$ cat src/logic/bus_timing_pkg.sv
`default_nettype none

package bus_timing_pkg;

	// CLK_IN cycles per bus half-period.
	localparam int clk_divider = 10;
	// bus clocks in the reset phase.
	localparam int reset_cycles = 4;
	// start wait and disable phase, in half-periods.
	localparam int start_half_cycles = 6;

	localparam int div_bits = $clog2(clk_divider);
	localparam int rep_max = (start_half_cycles > reset_cycles) ?
		start_half_cycles : reset_cycles;
	localparam int rep_bits = $clog2(rep_max);

	typedef enum logic [3:0]
	{
		bus_idle       = 4'd0,
		wait_start_pos = 4'd1,
		wait_start_neg = 4'd2,
		arb_res_pos    = 4'd3,
		arb_res_neg    = 4'd4,
		drive1_pos     = 4'd5,
		drive1_neg     = 4'd6,
		latch1_pos     = 4'd7,
		latch1_neg     = 4'd8,
		drive2_pos     = 4'd9,
		drive2_neg     = 4'd10,
		latch2_pos     = 4'd11,
		latch2_neg     = 4'd12,
		bus_reset_pos  = 4'd13,
		bus_reset_neg  = 4'd14,
		bus_disable    = 4'd15
	} mediator_state_e;

endpackage

`default_nettype wire

$ cat src/logic/bus_frame_pkg.sv
`default_nettype none

package bus_frame_pkg;

	localparam int word_bits = 16;
	localparam int addr_bits = 8;
	localparam int count_bits = 8;
	localparam int bit_index_bits = $clog2(word_bits);

	// header view of a word.
	typedef struct packed
	{
		logic [addr_bits-1:0]  dest_addr;
		logic [count_bits-1:0] word_count;
	} bus_header_t;

	// first word of a frame is a header, the rest raw payload.
	typedef union packed
	{
		bus_header_t          header;
		logic [word_bits-1:0] raw;
	} bus_word_u;

endpackage

`default_nettype wire

$ cat src/logic/half_cycle_timer.sv
`default_nettype none

module half_cycle_timer
	import bus_timing_pkg::*;
(
	input  logic CLK_IN,
	input  logic RESET,
	input  logic run,
	input  logic load_start,
	input  logic load_reset,
	input  logic step,
	output logic tick,
	output logic repeat_zero
);

	logic [div_bits-1:0] div_cnt;
	logic [rep_bits-1:0] rep_cnt;

	// divider reloads at zero and parks at the top when stopped.
	always_ff @(posedge CLK_IN or negedge RESET)
	begin
		if (!RESET)
			div_cnt <= div_bits'(clk_divider - 1);
		else if (!run)
			div_cnt <= div_bits'(clk_divider - 1);
		else if (div_cnt == '0)
			div_cnt <= div_bits'(clk_divider - 1);
		else
			div_cnt <= div_cnt - 1'b1;
	end

	assign tick = run && (div_cnt == '0);

	// repeat count for start, reset and disable phases.
	always_ff @(posedge CLK_IN or negedge RESET)
	begin
		if (!RESET)
			rep_cnt <= rep_bits'(start_half_cycles - 1);
		else if (load_start)
			rep_cnt <= rep_bits'(start_half_cycles - 1);
		else if (load_reset)
			rep_cnt <= rep_bits'(reset_cycles - 1);
		else if (step && (rep_cnt != '0))
			rep_cnt <= rep_cnt - 1'b1;
	end

	assign repeat_zero = (rep_cnt == '0);

endmodule

`default_nettype wire

$ cat src/logic/mediator_fsm.sv
`default_nettype none

module mediator_fsm
	import bus_timing_pkg::*;
(
	input  logic CLK_IN,
	input  logic RESET,
	input  logic din_low,
	input  logic interject,
	input  logic tick,
	input  logic repeat_zero,
	output logic CLK_OUT,
	output logic hold,
	output logic run,
	output logic load_start,
	output logic load_reset,
	output logic step,
	output logic sample_first,
	output logic sample_second,
	output logic bus_active
);

	mediator_state_e state;
	mediator_state_e next_state;
	logic reset_armed;
	logic reset_commit;

	always_ff @(posedge CLK_IN or negedge RESET)
	begin
		if (!RESET)
			state <= bus_idle;
		else
			state <= next_state;
	end

	always_comb
	begin
		next_state = state;
		case (state)
			bus_idle:
				if (din_low)
					next_state = wait_start_pos;
			wait_start_pos:
				if (tick && repeat_zero)
					next_state = wait_start_neg;
			wait_start_neg:
				if (tick)
					next_state = arb_res_pos;
			arb_res_pos:
				if (tick)
					next_state = arb_res_neg;
			arb_res_neg:
				if (tick)
					next_state = drive1_pos;
			drive1_pos:
				if (tick)
					next_state = drive1_neg;
			drive1_neg:
				if (tick)
					next_state = latch1_pos;
			latch1_pos:
				if (tick)
					next_state = latch1_neg;
			latch1_neg:
				if (tick)
					next_state = drive2_pos;
			drive2_pos:
				if (tick)
					next_state = drive2_neg;
			drive2_neg:
				if (tick)
					next_state = latch2_pos;
			latch2_pos:
				if (tick)
					next_state = latch2_neg;
			latch2_neg:
				if (tick)
					next_state = reset_commit ? bus_reset_pos : drive1_pos;
			bus_reset_pos:
				if (tick)
					next_state = bus_reset_neg;
			bus_reset_neg:
				if (tick)
					next_state = repeat_zero ? bus_disable : bus_reset_pos;
			bus_disable:
				if (tick && repeat_zero)
					next_state = bus_idle;
			default:
				next_state = bus_idle;
		endcase
	end

	// reset request is armed on a mismatch, committed one loop later.
	always_ff @(posedge CLK_IN or negedge RESET)
	begin
		if (!RESET)
		begin
			reset_armed <= 1'b0;
			reset_commit <= 1'b0;
		end
		else if (state == bus_idle)
		begin
			reset_armed <= 1'b0;
			reset_commit <= 1'b0;
		end
		else if (state == latch2_pos && !reset_armed && !reset_commit && interject)
			reset_armed <= 1'b1;
		else if (state == drive2_neg && tick && reset_armed)
		begin
			reset_armed <= 1'b0;
			reset_commit <= 1'b1;
		end
	end

	// DOUT is released for the data loops only.
	always_ff @(posedge CLK_IN or negedge RESET)
	begin
		if (!RESET)
			hold <= 1'b1;
		else if (state == arb_res_neg && tick)
			hold <= 1'b0;
		else if (state == latch2_neg && tick && reset_commit)
			hold <= 1'b1;
	end

	always_comb
	begin
		case (state)
			wait_start_neg, arb_res_neg, drive1_neg, latch1_neg,
			drive2_neg, latch2_neg, bus_reset_neg:
				CLK_OUT = 1'b0;
			default:
				CLK_OUT = 1'b1;
		endcase
	end

	assign run = (state != bus_idle);
	assign load_start = (state == bus_idle) ||
		(state == bus_reset_neg && tick && repeat_zero);
	assign load_reset = (state == latch2_pos);
	assign step = tick && !repeat_zero &&
		(state inside {wait_start_pos, bus_reset_neg, bus_disable});
	assign sample_first = tick && (state == drive1_neg);
	assign sample_second = tick && (state == drive2_neg);
	assign bus_active = state inside {[drive1_pos:latch2_neg]};

endmodule

`default_nettype wire

$ cat src/logic/bus_data_path.sv
`default_nettype none

module bus_data_path
(
	input  logic CLK_IN,
	input  logic RESET,
	input  logic DIN,
	input  logic hold,
	input  logic sample_first,
	input  logic sample_second,
	output logic DOUT,
	output logic din_low,
	output logic interject,
	output logic bit_valid,
	output logic bit_value
);

	logic din_reg;
	logic first_bit;
	logic second_bit;
	logic second_seen;

	// idle ring is high.
	always_ff @(posedge CLK_IN or negedge RESET)
	begin
		if (!RESET)
			din_reg <= 1'b1;
		else
			din_reg <= DIN;
	end

	always_ff @(posedge CLK_IN or negedge RESET)
	begin
		if (!RESET)
		begin
			first_bit <= 1'b0;
			second_bit <= 1'b0;
			second_seen <= 1'b0;
		end
		else
		begin
			if (sample_first)
				first_bit <= din_reg;
			if (sample_second)
				second_bit <= din_reg;
			second_seen <= sample_second;
		end
	end

	assign DOUT = hold ? 1'b1 : din_reg;
	assign din_low = !din_reg;
	// samples differ when a node has interjected.
	assign interject = first_bit ^ second_bit;
	assign bit_valid = second_seen && !interject;
	assign bit_value = first_bit;

endmodule

`default_nettype wire

$ cat src/logic/frame_receiver.sv
`default_nettype none

module frame_receiver
	import bus_frame_pkg::*;
(
	input  logic      CLK_IN,
	input  logic      RESET,
	input  logic      bus_active,
	input  logic      bit_valid,
	input  logic      bit_value,
	input  logic      word_ack,
	output logic      word_req,
	output logic      word_is_header,
	output logic      overflow,
	output bus_word_u word_data
);

	logic [word_bits-1:0] shift_reg;
	logic [bit_index_bits-1:0] bit_cnt;
	logic [count_bits-1:0] words_left;
	logic have_header;
	logic frame_done;
	logic active_d;
	logic frame_start;
	logic frame_end;
	logic bit_take;
	logic word_complete;
	logic hs_busy;
	logic deliver;
	bus_word_u next_word;

	assign frame_start = bus_active && !active_d;
	assign frame_end = active_d && !bus_active;
	assign bit_take = bit_valid && !frame_done;
	assign word_complete = bit_take && (bit_cnt == bit_index_bits'(word_bits - 1));
	// busy until the host has dropped ack.
	assign hs_busy = word_req || word_ack;
	assign deliver = word_complete && !hs_busy;
	assign next_word.raw = {shift_reg[word_bits-2:0], bit_value};

	always_ff @(posedge CLK_IN or negedge RESET)
	begin
		if (!RESET)
		begin
			active_d <= 1'b0;
			bit_cnt <= '0;
			words_left <= '0;
			have_header <= 1'b0;
			frame_done <= 1'b0;
		end
		else
		begin
			active_d <= bus_active;
			if (frame_end)
			begin
				bit_cnt <= '0;
				words_left <= '0;
				have_header <= 1'b0;
				frame_done <= 1'b0;
			end
			else if (bit_take)
			begin
				bit_cnt <= bit_cnt + 1'b1;
				if (word_complete && !have_header)
				begin
					have_header <= 1'b1;
					words_left <= next_word.header.word_count;
					frame_done <= (next_word.header.word_count == '0);
				end
				else if (word_complete)
				begin
					words_left <= words_left - 1'b1;
					frame_done <= (words_left == count_bits'(1));
				end
			end
		end
	end

	// four-phase side of the host interface.
	always_ff @(posedge CLK_IN or negedge RESET)
	begin
		if (!RESET)
		begin
			word_req <= 1'b0;
			overflow <= 1'b0;
		end
		else
		begin
			if (deliver)
				word_req <= 1'b1;
			else if (word_req && word_ack)
				word_req <= 1'b0;
			if (frame_start)
				overflow <= 1'b0;
			else if (word_complete && hs_busy)
				overflow <= 1'b1;
		end
	end

	always_ff @(posedge CLK_IN)
	begin
		if (bit_take)
			shift_reg <= next_word.raw;
		if (deliver)
		begin
			word_data <= next_word;
			word_is_header <= !have_header;
		end
	end

endmodule

`default_nettype wire

$ cat src/logic/mediator_top.sv
`default_nettype none

module mediator_top
	import bus_frame_pkg::*;
(
	input  logic      CLK_IN,
	input  logic      RESET,
	input  logic      DIN,
	input  logic      word_ack,
	output logic      CLK_OUT,
	output logic      DOUT,
	output logic      word_req,
	output logic      word_is_header,
	output logic      overflow,
	output bus_word_u word_data
);

	logic run;
	logic load_start;
	logic load_reset;
	logic step;
	logic tick;
	logic repeat_zero;
	logic hold;
	logic sample_first;
	logic sample_second;
	logic din_low;
	logic interject;
	logic bit_valid;
	logic bit_value;
	logic bus_active;

	half_cycle_timer i_half_cycle_timer
	(
		.CLK_IN      (CLK_IN),
		.RESET       (RESET),
		.run         (run),
		.load_start  (load_start),
		.load_reset  (load_reset),
		.step        (step),
		.tick        (tick),
		.repeat_zero (repeat_zero)
	);

	mediator_fsm i_mediator_fsm
	(
		.CLK_IN        (CLK_IN),
		.RESET         (RESET),
		.din_low       (din_low),
		.interject     (interject),
		.tick          (tick),
		.repeat_zero   (repeat_zero),
		.CLK_OUT       (CLK_OUT),
		.hold          (hold),
		.run           (run),
		.load_start    (load_start),
		.load_reset    (load_reset),
		.step          (step),
		.sample_first  (sample_first),
		.sample_second (sample_second),
		.bus_active    (bus_active)
	);

	bus_data_path i_bus_data_path
	(
		.CLK_IN        (CLK_IN),
		.RESET         (RESET),
		.DIN           (DIN),
		.hold          (hold),
		.sample_first  (sample_first),
		.sample_second (sample_second),
		.DOUT          (DOUT),
		.din_low       (din_low),
		.interject     (interject),
		.bit_valid     (bit_valid),
		.bit_value     (bit_value)
	);

	frame_receiver i_frame_receiver
	(
		.CLK_IN         (CLK_IN),
		.RESET          (RESET),
		.bus_active     (bus_active),
		.bit_valid      (bit_valid),
		.bit_value      (bit_value),
		.word_ack       (word_ack),
		.word_req       (word_req),
		.word_is_header (word_is_header),
		.overflow       (overflow),
		.word_data      (word_data)
	);

endmodule

`default_nettype wire

$ cat config.mk
export PLATFORM = sky130hd
export DESIGN_NAME = mediator_top
export DESIGN_NICKNAME = d
export VERILOG_FILES = /design/src/logic/bus_timing_pkg.sv /design/src/logic/bus_frame_pkg.sv /design/src/logic/half_cycle_timer.sv /design/src/logic/mediator_fsm.sv /design/src/logic/bus_data_path.sv /design/src/logic/frame_receiver.sv /design/src/logic/mediator_top.sv
export SDC_FILE = /design/constraint.sdc
export NUM_CORES = 1
export LEC_CHECK = 0
export ABC_CLOCK_PERIOD_IN_PS = 5820
export BUFFER_PORTS_ARGS = -buffer_cell sky130_fd_sc_hd__buf_4
export CAP_MARGIN = 20
export CELL_PAD_IN_SITES_DETAIL_PLACEMENT = 2
export CELL_PAD_IN_SITES_GLOBAL_PLACEMENT = 2
export CORE_MARGIN = 4
export CORE_UTILIZATION = 43
export DETAILED_ROUTE_END_ITERATION = 10
export PLACE_DENSITY = 0.83
export SYNTH_ARGS = -nofsm -noshare
export SYNTH_HDL_FRONTEND = slang
export SYNTH_HIERARCHICAL = 1
export SYNTH_SLANG_ARGS = --single-unit
$ cat constraint.sdc
create_clock -name CLK_IN -period 5.82 [get_ports CLK_IN]
set_input_delay 0.873 -clock CLK_IN [delete_from_list [all_inputs] [get_ports CLK_IN]]
set_output_delay 0.873 -clock CLK_IN [all_outputs]
set_load 0.05 [all_outputs]
==> results_dict.tcl, run 1 <==
set metrics [dict create \
    reg2reg_to "i_bus_data_path/second_bit" \
    synth.avg_cell_area_sq_um 11.8 \
    worstPathArrival_ns 3.20 \
    status "complete, no violations" \
    synth-seq-area-share_pct 60.9 \
    numCtsBuffers 9 \
    hold_slack_ns 0.439 \
    n_antenna_cell 0 \
    netlist_instances 256 \
    hold_viol 0 \
    grt_overflow 0 \
    grt.total_usage_pct 19.9 \
    place_ws_ns 2.90 \
    clock_skew_ns 0.00447 \
    drt_wl_total_um 7630 \
    synth-seq-cells 67 \
    drc_errors 0 \
    ys.warnings.count 6 \
    critPathMaxFanout 17 \
    finalMaxSlewViolations 0 \
    yosys-top-cells-area "edfxtp_1 (32%), dfrtp_1 (24%), dfstp_2 (5.2%)" \
    dp_hpwl_um 5500 \
    critPathRequiredTime_ns 6.04 \
    io_pins 25 \
    start_kind "flop" \
    postCtsSetupRepairBufs 0 \
    fin_crit_sh_pct 51.1 \
    timing.rr.start "i_mediator_fsm/state[0]" \
    peakVddDrop_uv 228 \
    portBuffers 24 \
    viasPerCell 5.43 \
    syn_nets 267 \
    drive_above_1_share_pct 21.6 \
    postCtsHoldBufs 0 \
    synth_area_leader_cell "edfxtp_1" \
    hold_path_end "i_frame_receiver/word_data[15]" \
    antenna_found_initial 0 \
    first_pass_iters 4 \
    fp.dieArea_sq_um 8440 \
    synth_edf_count 32 \
    cts_tree "done" \
    path_clk_slew_ns 0.07 \
    nets 293 \
    p_per_area_nw_per_um2 339 \
    core_area_sq_um 6830 \
    synth_cell_type_count 47 \
    area_growth_pct 13.1 \
    cts_resized 0 \
    worstMarginPinSlew_ns 1.02 \
    largest_reg_flops 16 \
    hp-start "i_frame_receiver/shift_reg[14]" \
    hold_class "reg2reg" \
    grt_pass1_wl_um 12600 \
    die_height_um 91.9 \
    p_leak_uw 0.00135 \
    max_freq_mhz 336 \
    rsz0062_at_grt "false" \
    setup_slack_ns 2.85 \
    relSlewSlack_pct 31.9 \
    fin_crit_ns 2.97 \
    initial_core_util_pct 44.3 \
    gp_congestion 0.789 \
    wl_per_cell_um 19.9 \
    setup_violations 0 \
    fin_tns_setup_ns 0 \
    final_common_cell "edfxtp_1" \
    synth_area_sq_um 3030 \
    std_cell_rows 30 \
    detail-route-antenna-nets 0 \
    synthFlopType "edfxtp_1" \
    h-tree-depth 3 \
    clk_path_buf_depth 2 \
    r2r_cells 6 \
    worstSkewPairLatency_ns 0.34 \
    regToRegSetupSlack_ns 2.85 \
    grt_start_max_net_pins 36 \
    crit_path_end_kind "flop" \
    synth_top_area_share_pct 31.7 \
    cts_root_buf "clkbuf_8" \
    synthArstFlopShare_pct 52.2 \
    first_iter_violations 75 \
    mostFrequentLayoutCells "edfxtp_1 (32), dfrtp_1 (29), nor2_1 (25), buf_4 (25), a21oi_1 (21)" \
    via_count 2078 \
    critPathKind "reg2reg" \
    maxCapViolations 0 \
    grt_pass1_vias 2355 \
    die_x_um 91.9 \
    cts.sinks 67 \
    hold_depth 0 \
]
worst max-delay path: stages (launching register included):
cell and delay [ns]:
dfrtp_1 0.66, nor4_1 0.15, inv_1 0.14, nor3b_1 0.77, nand2_1 0.17, nor4_1 0.56, mux2_2 0.41
final cells by class:
type                            count  area [sq um]
Inverter                           14          52.6
Sequential cell                    67          1840
Clock buffer                       12           135
Timing Repair Buffer               25           188
Tap cell                           96           120
Clock inverter                      4          18.8
Fill cell                         710          3410
Multi-Input combinational cell    165          1060
metrics by stage:
stage	utilization, %	instances	area (sq um)	total power, uW
2_1_floorplan	-	256	3030	787
6_report	50.1	383	3420	1160
5_1_grt	50.1	383	3420	1250
3_5_place_dp	47.8	367	3270	855
4_1_cts	50.1	383	3420	1180
3_3_place_gp	47.8	367	3270	840
synthesized netlist by cell type, types with 6 or more instances:
cell type	number
dfstp_2	6
a21oi_1	21
nor2_1	25
o21ai_0	9
nand2_1	20
edfxtp_1	32
inv_1	14
nand3_1	7
ha_1	7
dfrtp_1	29
layer usage:
layer | part of all wire, % | vias to the layer above | global-route usage [%]
li1 | - | 967 | -
met1 | 40 | 1048 | 22.0
met2 | 53 | 44 | 34.7
met3 | 3.2 | 19 | 3.53
met4 | 3.4 | 0 | 13.4
met5 | 0 | - | 0
cells by family (layout without fill, tap and decap cells):
logic type / count (synthesis) / after routing / synth area share (%)
multiplexers: 8 / 8 / 2.98
buffers and inverters: 24 / 55 / 4.01
AND/OR/NAND/NOR: 93 / 93 / 17.0
AO/OA/AOI/OAI: 51 / 51 / 10.4
adder cells (fa/ha/maj): 7 / 7 / 2.89
flip-flops: 67 / 67 / 60.9
XOR/XNOR: 6 / 6 / 1.74
how the worst max path moves through the flow:
stage / start / to / slack, ns / cells after the start
floorplan: i_bus_data_path/bit_value / i_frame_receiver/word_data[0] / 3.31 / 6
global placement: i_mediator_fsm/state[0] / i_bus_data_path/second_bit / 3.18 / 6
detailed placement: i_mediator_fsm/state[0] / i_bus_data_path/second_bit / 2.90 / 6
CTS: i_mediator_fsm/state[0] / i_bus_data_path/second_bit / 2.86 / 6
global route: i_mediator_fsm/state[0] / i_bus_data_path/second_bit / 2.50 / 6
finish: i_mediator_fsm/state[0] / i_bus_data_path/second_bit / 2.85 / 6
power by group:
group | internal, uW | switching, uW | leakage [uW] | total, uW
clock network | 151 | 165 | 0.0000816 | 316
logic | 101 | 150 | 0.000562 | 252
registers | 537 | 56.2 | 0.000702 | 593
Power figures use the tool's default switching activity.
==> inputs of run 2 (changes only) <==
--- a/config.mk
+++ b/config.mk
@@ -5,15 +5,15 @@
 export SDC_FILE = /design/constraint.sdc
 export NUM_CORES = 1
 export LEC_CHECK = 0
-export ABC_CLOCK_PERIOD_IN_PS = 5820
+export ABC_CLOCK_PERIOD_IN_PS = 2700
 export BUFFER_PORTS_ARGS = -buffer_cell sky130_fd_sc_hd__buf_4
 export CAP_MARGIN = 20
 export CELL_PAD_IN_SITES_DETAIL_PLACEMENT = 2
 export CELL_PAD_IN_SITES_GLOBAL_PLACEMENT = 2
 export CORE_MARGIN = 4
-export CORE_UTILIZATION = 43
+export CORE_UTILIZATION = 36
 export DETAILED_ROUTE_END_ITERATION = 10
-export PLACE_DENSITY = 0.83
+export PLACE_DENSITY = 0.74
 export SYNTH_ARGS = -nofsm -noshare
 export SYNTH_HDL_FRONTEND = slang
 export SYNTH_HIERARCHICAL = 1
==> constraint.sdc (replaced) <==
create_clock -name CLK_IN -period 2.7 [get_ports CLK_IN]
set_input_delay 0.405 -clock CLK_IN [delete_from_list [all_inputs] [get_ports CLK_IN]]
set_output_delay 0.405 -clock CLK_IN [all_outputs]
set_load 0.05 [all_outputs]
==> results_dict.tcl, run 2 (synthesized netlist as in run 1, its figures left out) <==
set metrics [dict create \
    finalMaxSlewViolations 0 \
    worstPathArrival_ns 2.52 \
    cts_resized 0 \
    cts.sinks 67 \
    place_ws_ns 0.410 \
    final_common_cell "edfxtp_1" \
    die_height_um 99.7 \
    viasPerCell 5.22 \
    n_fill_cell 856 \
    drive_above_1_share_pct 24.3 \
    mostFrequentLayoutCells "edfxtp_1 (32), buf_4 (30), dfrtp_1 (29), nor2_1 (25), a21oi_1 (21)" \
    cts_root_buf "clkbuf_8" \
    maxCapViolations 0 \
    fin_util_pct 42.9 \
    status "complete, no violations" \
    grt_overflow 0 \
    start_kind "flop" \
    stdcell_area_sq_um 3530 \
    hold_class "in2async" \
    fin_crit_ns 2.29 \
    gp_congestion 0.713 \
    critPathMaxFanout 14 \
    p_leak_uw 0.00140 \
    wl_per_cell_um 18.5 \
    grt_start_max_net_pins 36 \
    drt_wl_total_um 7350 \
    setup_slack_ns 0.407 \
    rsz0062_at_grt "false" \
    worstSkewPairLatency_ns 0.34 \
    cts_tree "done" \
    grt.total_usage_pct 15.9 \
    n_antenna_cell 0 \
    core_area_sq_um 8220 \
    place_area_sq_um 3320 \
    grt_pass1_wl_um 12200 \
    postCtsSetupRepairBufs 0 \
    area_growth_pct 16.6 \
    worstMarginPinSlew_ns 0.638 \
    max_freq_mhz 436 \
    first_iter_violations 87 \
    crit_path_end_kind "flop" \
    fin_tns_setup_ns 0 \
    first_pass_iters 4 \
    initial_core_util_pct 36.8 \
    detail-route-antenna-nets 0 \
    io_pins 25 \
    numCtsBuffers 9 \
    postCtsHoldBufs 0 \
    clk_path_buf_depth 2 \
    path_clk_slew_ns 0.07 \
    p_per_area_nw_per_um2 772 \
    portBuffers 24 \
    dp_hpwl_um 5050 \
    fp.dieArea_sq_um 9940 \
    std_cell_rows 33 \
    peakVddDrop_uv 367 \
    critPathKind "reg2reg" \
    hold_slack_ns 0.0172 \
    fin_crit_sh_pct 84.9 \
    die_x_um 99.7 \
    via_count 2074 \
    grt_pass1_vias 2323 \
    drc_errors 0 \
    hold_viol 0 \
    antenna_found_initial 0 \
    setup_violations 0 \
    largest_reg_flops 16 \
    relSlewSlack_pct 57.1 \
    nets 298 \
    h-tree-depth 3 \
    critPathRequiredTime_ns 2.92 \
    clock_skew_ns 0.00972 \
]
run 2: cell type report:
| type | instances | area [sq um] | area share [%] |
|---|---|---|---|
| Sequential cell | 67 | 1840 | 52.3 |
| Multi-Input combinational cell | 165 | 1060 | 30.1 |
| Timing Repair Buffer | 30 | 225 | 6.38 |
| Clock buffer | 11 | 151 | 4.29 |
| Tap cell | 105 | 131 | 3.72 |
| Clock inverter | 5 | 60.1 | 1.70 |
| Inverter | 14 | 52.6 | 1.49 |
run 2: through the flow:
| stage | total power (uW) | cells |
|---|---|---|
| 5_1_grt | 2900 | 397 |
| 3_5_place_dp | 1880 | 381 |
| 6_report | 2720 | 397 |
| 3_3_place_gp | 1850 | 381 |
| 2_1_floorplan | 1700 | 256 |
| 4_1_cts | 2770 | 397 |
run 2: worst max-delay path: stages (launching register included):
cell and delay [ns]:
dfrtp_1 0.62, nor4_1 0.13, inv_1 0.13, nor3b_1 0.28
nand2_1 0.11, nor4_1 0.50, mux2_2 0.40
run 2: worst paths after layout:
path / startpoint / depth (start not counted) / slack [ns] / to
worst max-delay path: i_mediator_fsm/state[2] / 6 / 0.41 / i_bus_data_path/second_bit
worst min-delay path: RESET / 1 / 0.02 / i_half_cycle_timer/rep_cnt[1]
worst max register to register: i_mediator_fsm/state[2] / 6 / 0.41 / i_bus_data_path/second_bit
worst min register to register: i_frame_receiver/shift_reg[7] / 0 / 0.45 / i_frame_receiver/word_data[8]
max in group asynchronous: RESET / 1 / 2.32 / i_half_cycle_timer/rep_cnt[2]
min in group CLK_IN: DIN / 1 / 0.17 / i_bus_data_path/din_reg
run 2: layer usage:
layer	global-route usage [%]	share of wire (%)
met5	0	0
met4	6.62	1.6
met3	2.31	2.7
met2	27.9	52
met1	19.4	43
run 2: report_power, final:
| group | switching, uW | leakage [uW] | internal (uW) |
|---|---|---|---|
| clock | 397 | 0.000106 | 480 |
| sequential | 80.2 | 0.000702 | 1160 |
| combinational | 364 | 0.000589 | 244 |
| total | 841 | 0.00140 | 1880 |
==> inputs of run 3 (changes only) <==
--- a/config.mk
+++ b/config.mk
@@ -5,7 +5,7 @@
 export SDC_FILE = /design/constraint.sdc
 export NUM_CORES = 1
 export LEC_CHECK = 0
-export ABC_CLOCK_PERIOD_IN_PS = 2700
+export ABC_CLOCK_PERIOD_IN_PS = 1900
 export BUFFER_PORTS_ARGS = -buffer_cell sky130_fd_sc_hd__buf_4
 export CAP_MARGIN = 20
 export CELL_PAD_IN_SITES_DETAIL_PLACEMENT = 2
==> constraint.sdc (replaced) <==
create_clock -name CLK_IN -period 1.9 [get_ports CLK_IN]
set_input_delay 0.285 -clock CLK_IN [delete_from_list [all_inputs] [get_ports CLK_IN]]
set_output_delay 0.285 -clock CLK_IN [all_outputs]
set_load 0.05 [all_outputs]
==> results_dict.tcl, run 3 (synthesized netlist as in run 1, its figures left out) <==
set metrics [dict create \
    cp_common_cell "nor2_1" \
    largest_reg_flops 16 \
    worstPathArrival_ns 2.16 \
    first_iter_violations 68 \
    place_ws_ns -0.0877 \
    hold_depth 1 \
    core_area_sq_um 8220 \
    numCtsBuffers 9 \
    drc_errors 0 \
    fp.dieArea_sq_um 9940 \
    peakVddDrop_uv 737 \
    max_freq_mhz 526 \
    hp-start "DIN" \
    clk_path_buf_depth 2 \
    cts_root_buf "clkbuf_8" \
    maxCapViolations 0 \
    cts_tree "done" \
    final_cells 419 \
    std_cell_rows 33 \
    die_x_um 99.7 \
    relSlewSlack_pct 67.6 \
    worstMarginPinSlew_ns 0.485 \
    clock_skew_ns 0.00992 \
    detail-route-antenna-nets 0 \
    n_fill_cell 863 \
    cts.sinks 67 \
    antenna_found_initial 0 \
    final_common_cell "buf_4" \
    regToRegSetupSlack_ns -0.0005 \
    grt_overflow 0 \
    fin_tns_setup_ns -0.000505 \
    slowest_delay_ns 0.41 \
    drive_above_1_share_pct 34.4 \
    p_clk_share_pct 28.1 \
    mostFrequentLayoutCells "buf_4 (47), edfxtp_1 (32), dfrtp_1 (28), nor2_1 (21), a21oi_1 (21)" \
    timing.rr.start "i_mediator_fsm/state[0]" \
    fin_crit_ns 1.90 \
    internal-power_uw 2820 \
    area_growth_pct 26.0 \
    p_switching_uw 1350 \
    status "finished, violations left" \
    rsz0062_at_grt "true" \
    viasPerCell 5.21 \
    pwr-share-seq_pct 41.9 \
    via_count 2183 \
    fin_crit_sh_pct 100 \
    swShare_pct 32.3 \
    drt_wl_total_um 8050 \
    violations "negative setup slack" \
    hold_path_end "i_bus_data_path/din_reg" \
    p_leak_uw 0.00154 \
    critPathMaxFanout 8 \
    grt_pass1_wl_um 12900 \
    hold_class "in2reg" \
    n_antenna_cell 0 \
    portBuffers 24 \
    crit_path_end_kind "flop" \
    worstSkewPairLatency_ns 0.34 \
    wl_per_cell_um 19.2 \
    dp_hpwl_um 5600 \
    fin_util_pct 46.4 \
    setup_slack_ns -0.000505 \
    path_cells "nor4_4 -> inv_1 -> nor3b_2 -> buf_6 -> nand3_1 -> nor2_1 -> nor2_1 -> nor2_2 -> or3_1" \
    initial_core_util_pct 36.8 \
    setup_violations 1 \
    power_frac_comb_pct 30.0 \
    finalPower_uw 4170 \
    finalMaxSlewViolations 0 \
    path_clk_slew_ns 0.07 \
    critPathSlowestCell "dfrtp_1" \
    dp.cells 399 \
    p_per_area_nw_per_um2 1090 \
    hold_viol 0 \
    gp_congestion 0.737 \
    reg2reg_to "i_half_cycle_timer/rep_cnt[0]" \
    grt.total_usage_pct 17.2 \
    io_pins 25 \
    start_kind "flop" \
    h-tree-depth 3 \
    critPathRequiredTime_ns 2.16 \
    nets 320 \
    critPathKind "reg2reg" \
    grt_start_max_net_pins 36 \
    grt_pass1_vias 2412 \
    r2r_cells 9 \
    first_pass_iters 4 \
    die_height_um 99.7 \
]
## run 3: cell count changes in the layout (fill, tap and decap cells not counted), sizes merged
cell         delta
buf            +21
dlygate4sd3     +1
clkbuf          -1
clkinv          +1
## run 3: power by group through the flow
stage	logic (uW)	registers [uW]	clock network, uW
floorplan	730	1730	0
detailed placement	1090	1760	0
global route	1390	1760	1290
global placement	1050	1760	0
CTS	1170	1740	1220
finish	1250	1740	1170
## run 3: what timing repair did
action / CTS / global route
resized for setup: 6 / 17
hold buffers: 1 / 0
pin swaps: 2 / 3
hold endpoints to repair: 29 / 0
buffers inserted: 2 / 1
setup endpoints to repair: 11 / 17
## run 3: how the worst max path moves through the flow
stage	start	endpoint	slack, ns	depth (start not counted)
2_1_floorplan	i_mediator_fsm/state[2]	i_bus_data_path/bit_value	-0.01	8
3_3_place_gp	i_half_cycle_timer/div_cnt[0]	i_bus_data_path/bit_value	0.01	8
3_5_place_dp	i_half_cycle_timer/div_cnt[0]	i_bus_data_path/bit_value	-0.09	8
4_1_cts	i_mediator_fsm/state[0]	i_mediator_fsm/state[0]	-0.02	7
5_1_grt	i_mediator_fsm/state[0]	i_half_cycle_timer/rep_cnt[2]	-0.08	9
6_report	i_mediator_fsm/state[0]	i_half_cycle_timer/rep_cnt[0]	-0.0005	9
## run 3: area by class of cell
class                           count  area, sq um  area share (%)
Sequential cell                    67         1850            48.4
Multi-Input combinational cell    165         1180            30.8
Timing Repair Buffer               52          417            10.9
Tap cell                          105          131            3.44
Clock buffer                       10          128            3.35
Clock inverter                      6         65.1            1.71
Inverter                           14         52.6            1.38
## run 3: critical path: cells and delay by family, from the launching register on
family        cells  cell delay (ns)
simple gates      7             1.15
flops             1             0.41
buf+inv           2             0.25
## run 3: metrics by stage
stage               area [sq um]  hold WS (ns)
floorplan                   3090       -0.0106
global placement            3500         0.286
detailed placement          3500         0.284
CTS                         3750        0.0239
global route                3810        0.0221
finish                      3810        0.0504
## run 3: per-layer routing
metal	track usage, %	wire length [um]
met1	19.6	3270
met2	31.1	4370
met3	4.21	204
met4	6.09	214
met5	0	0
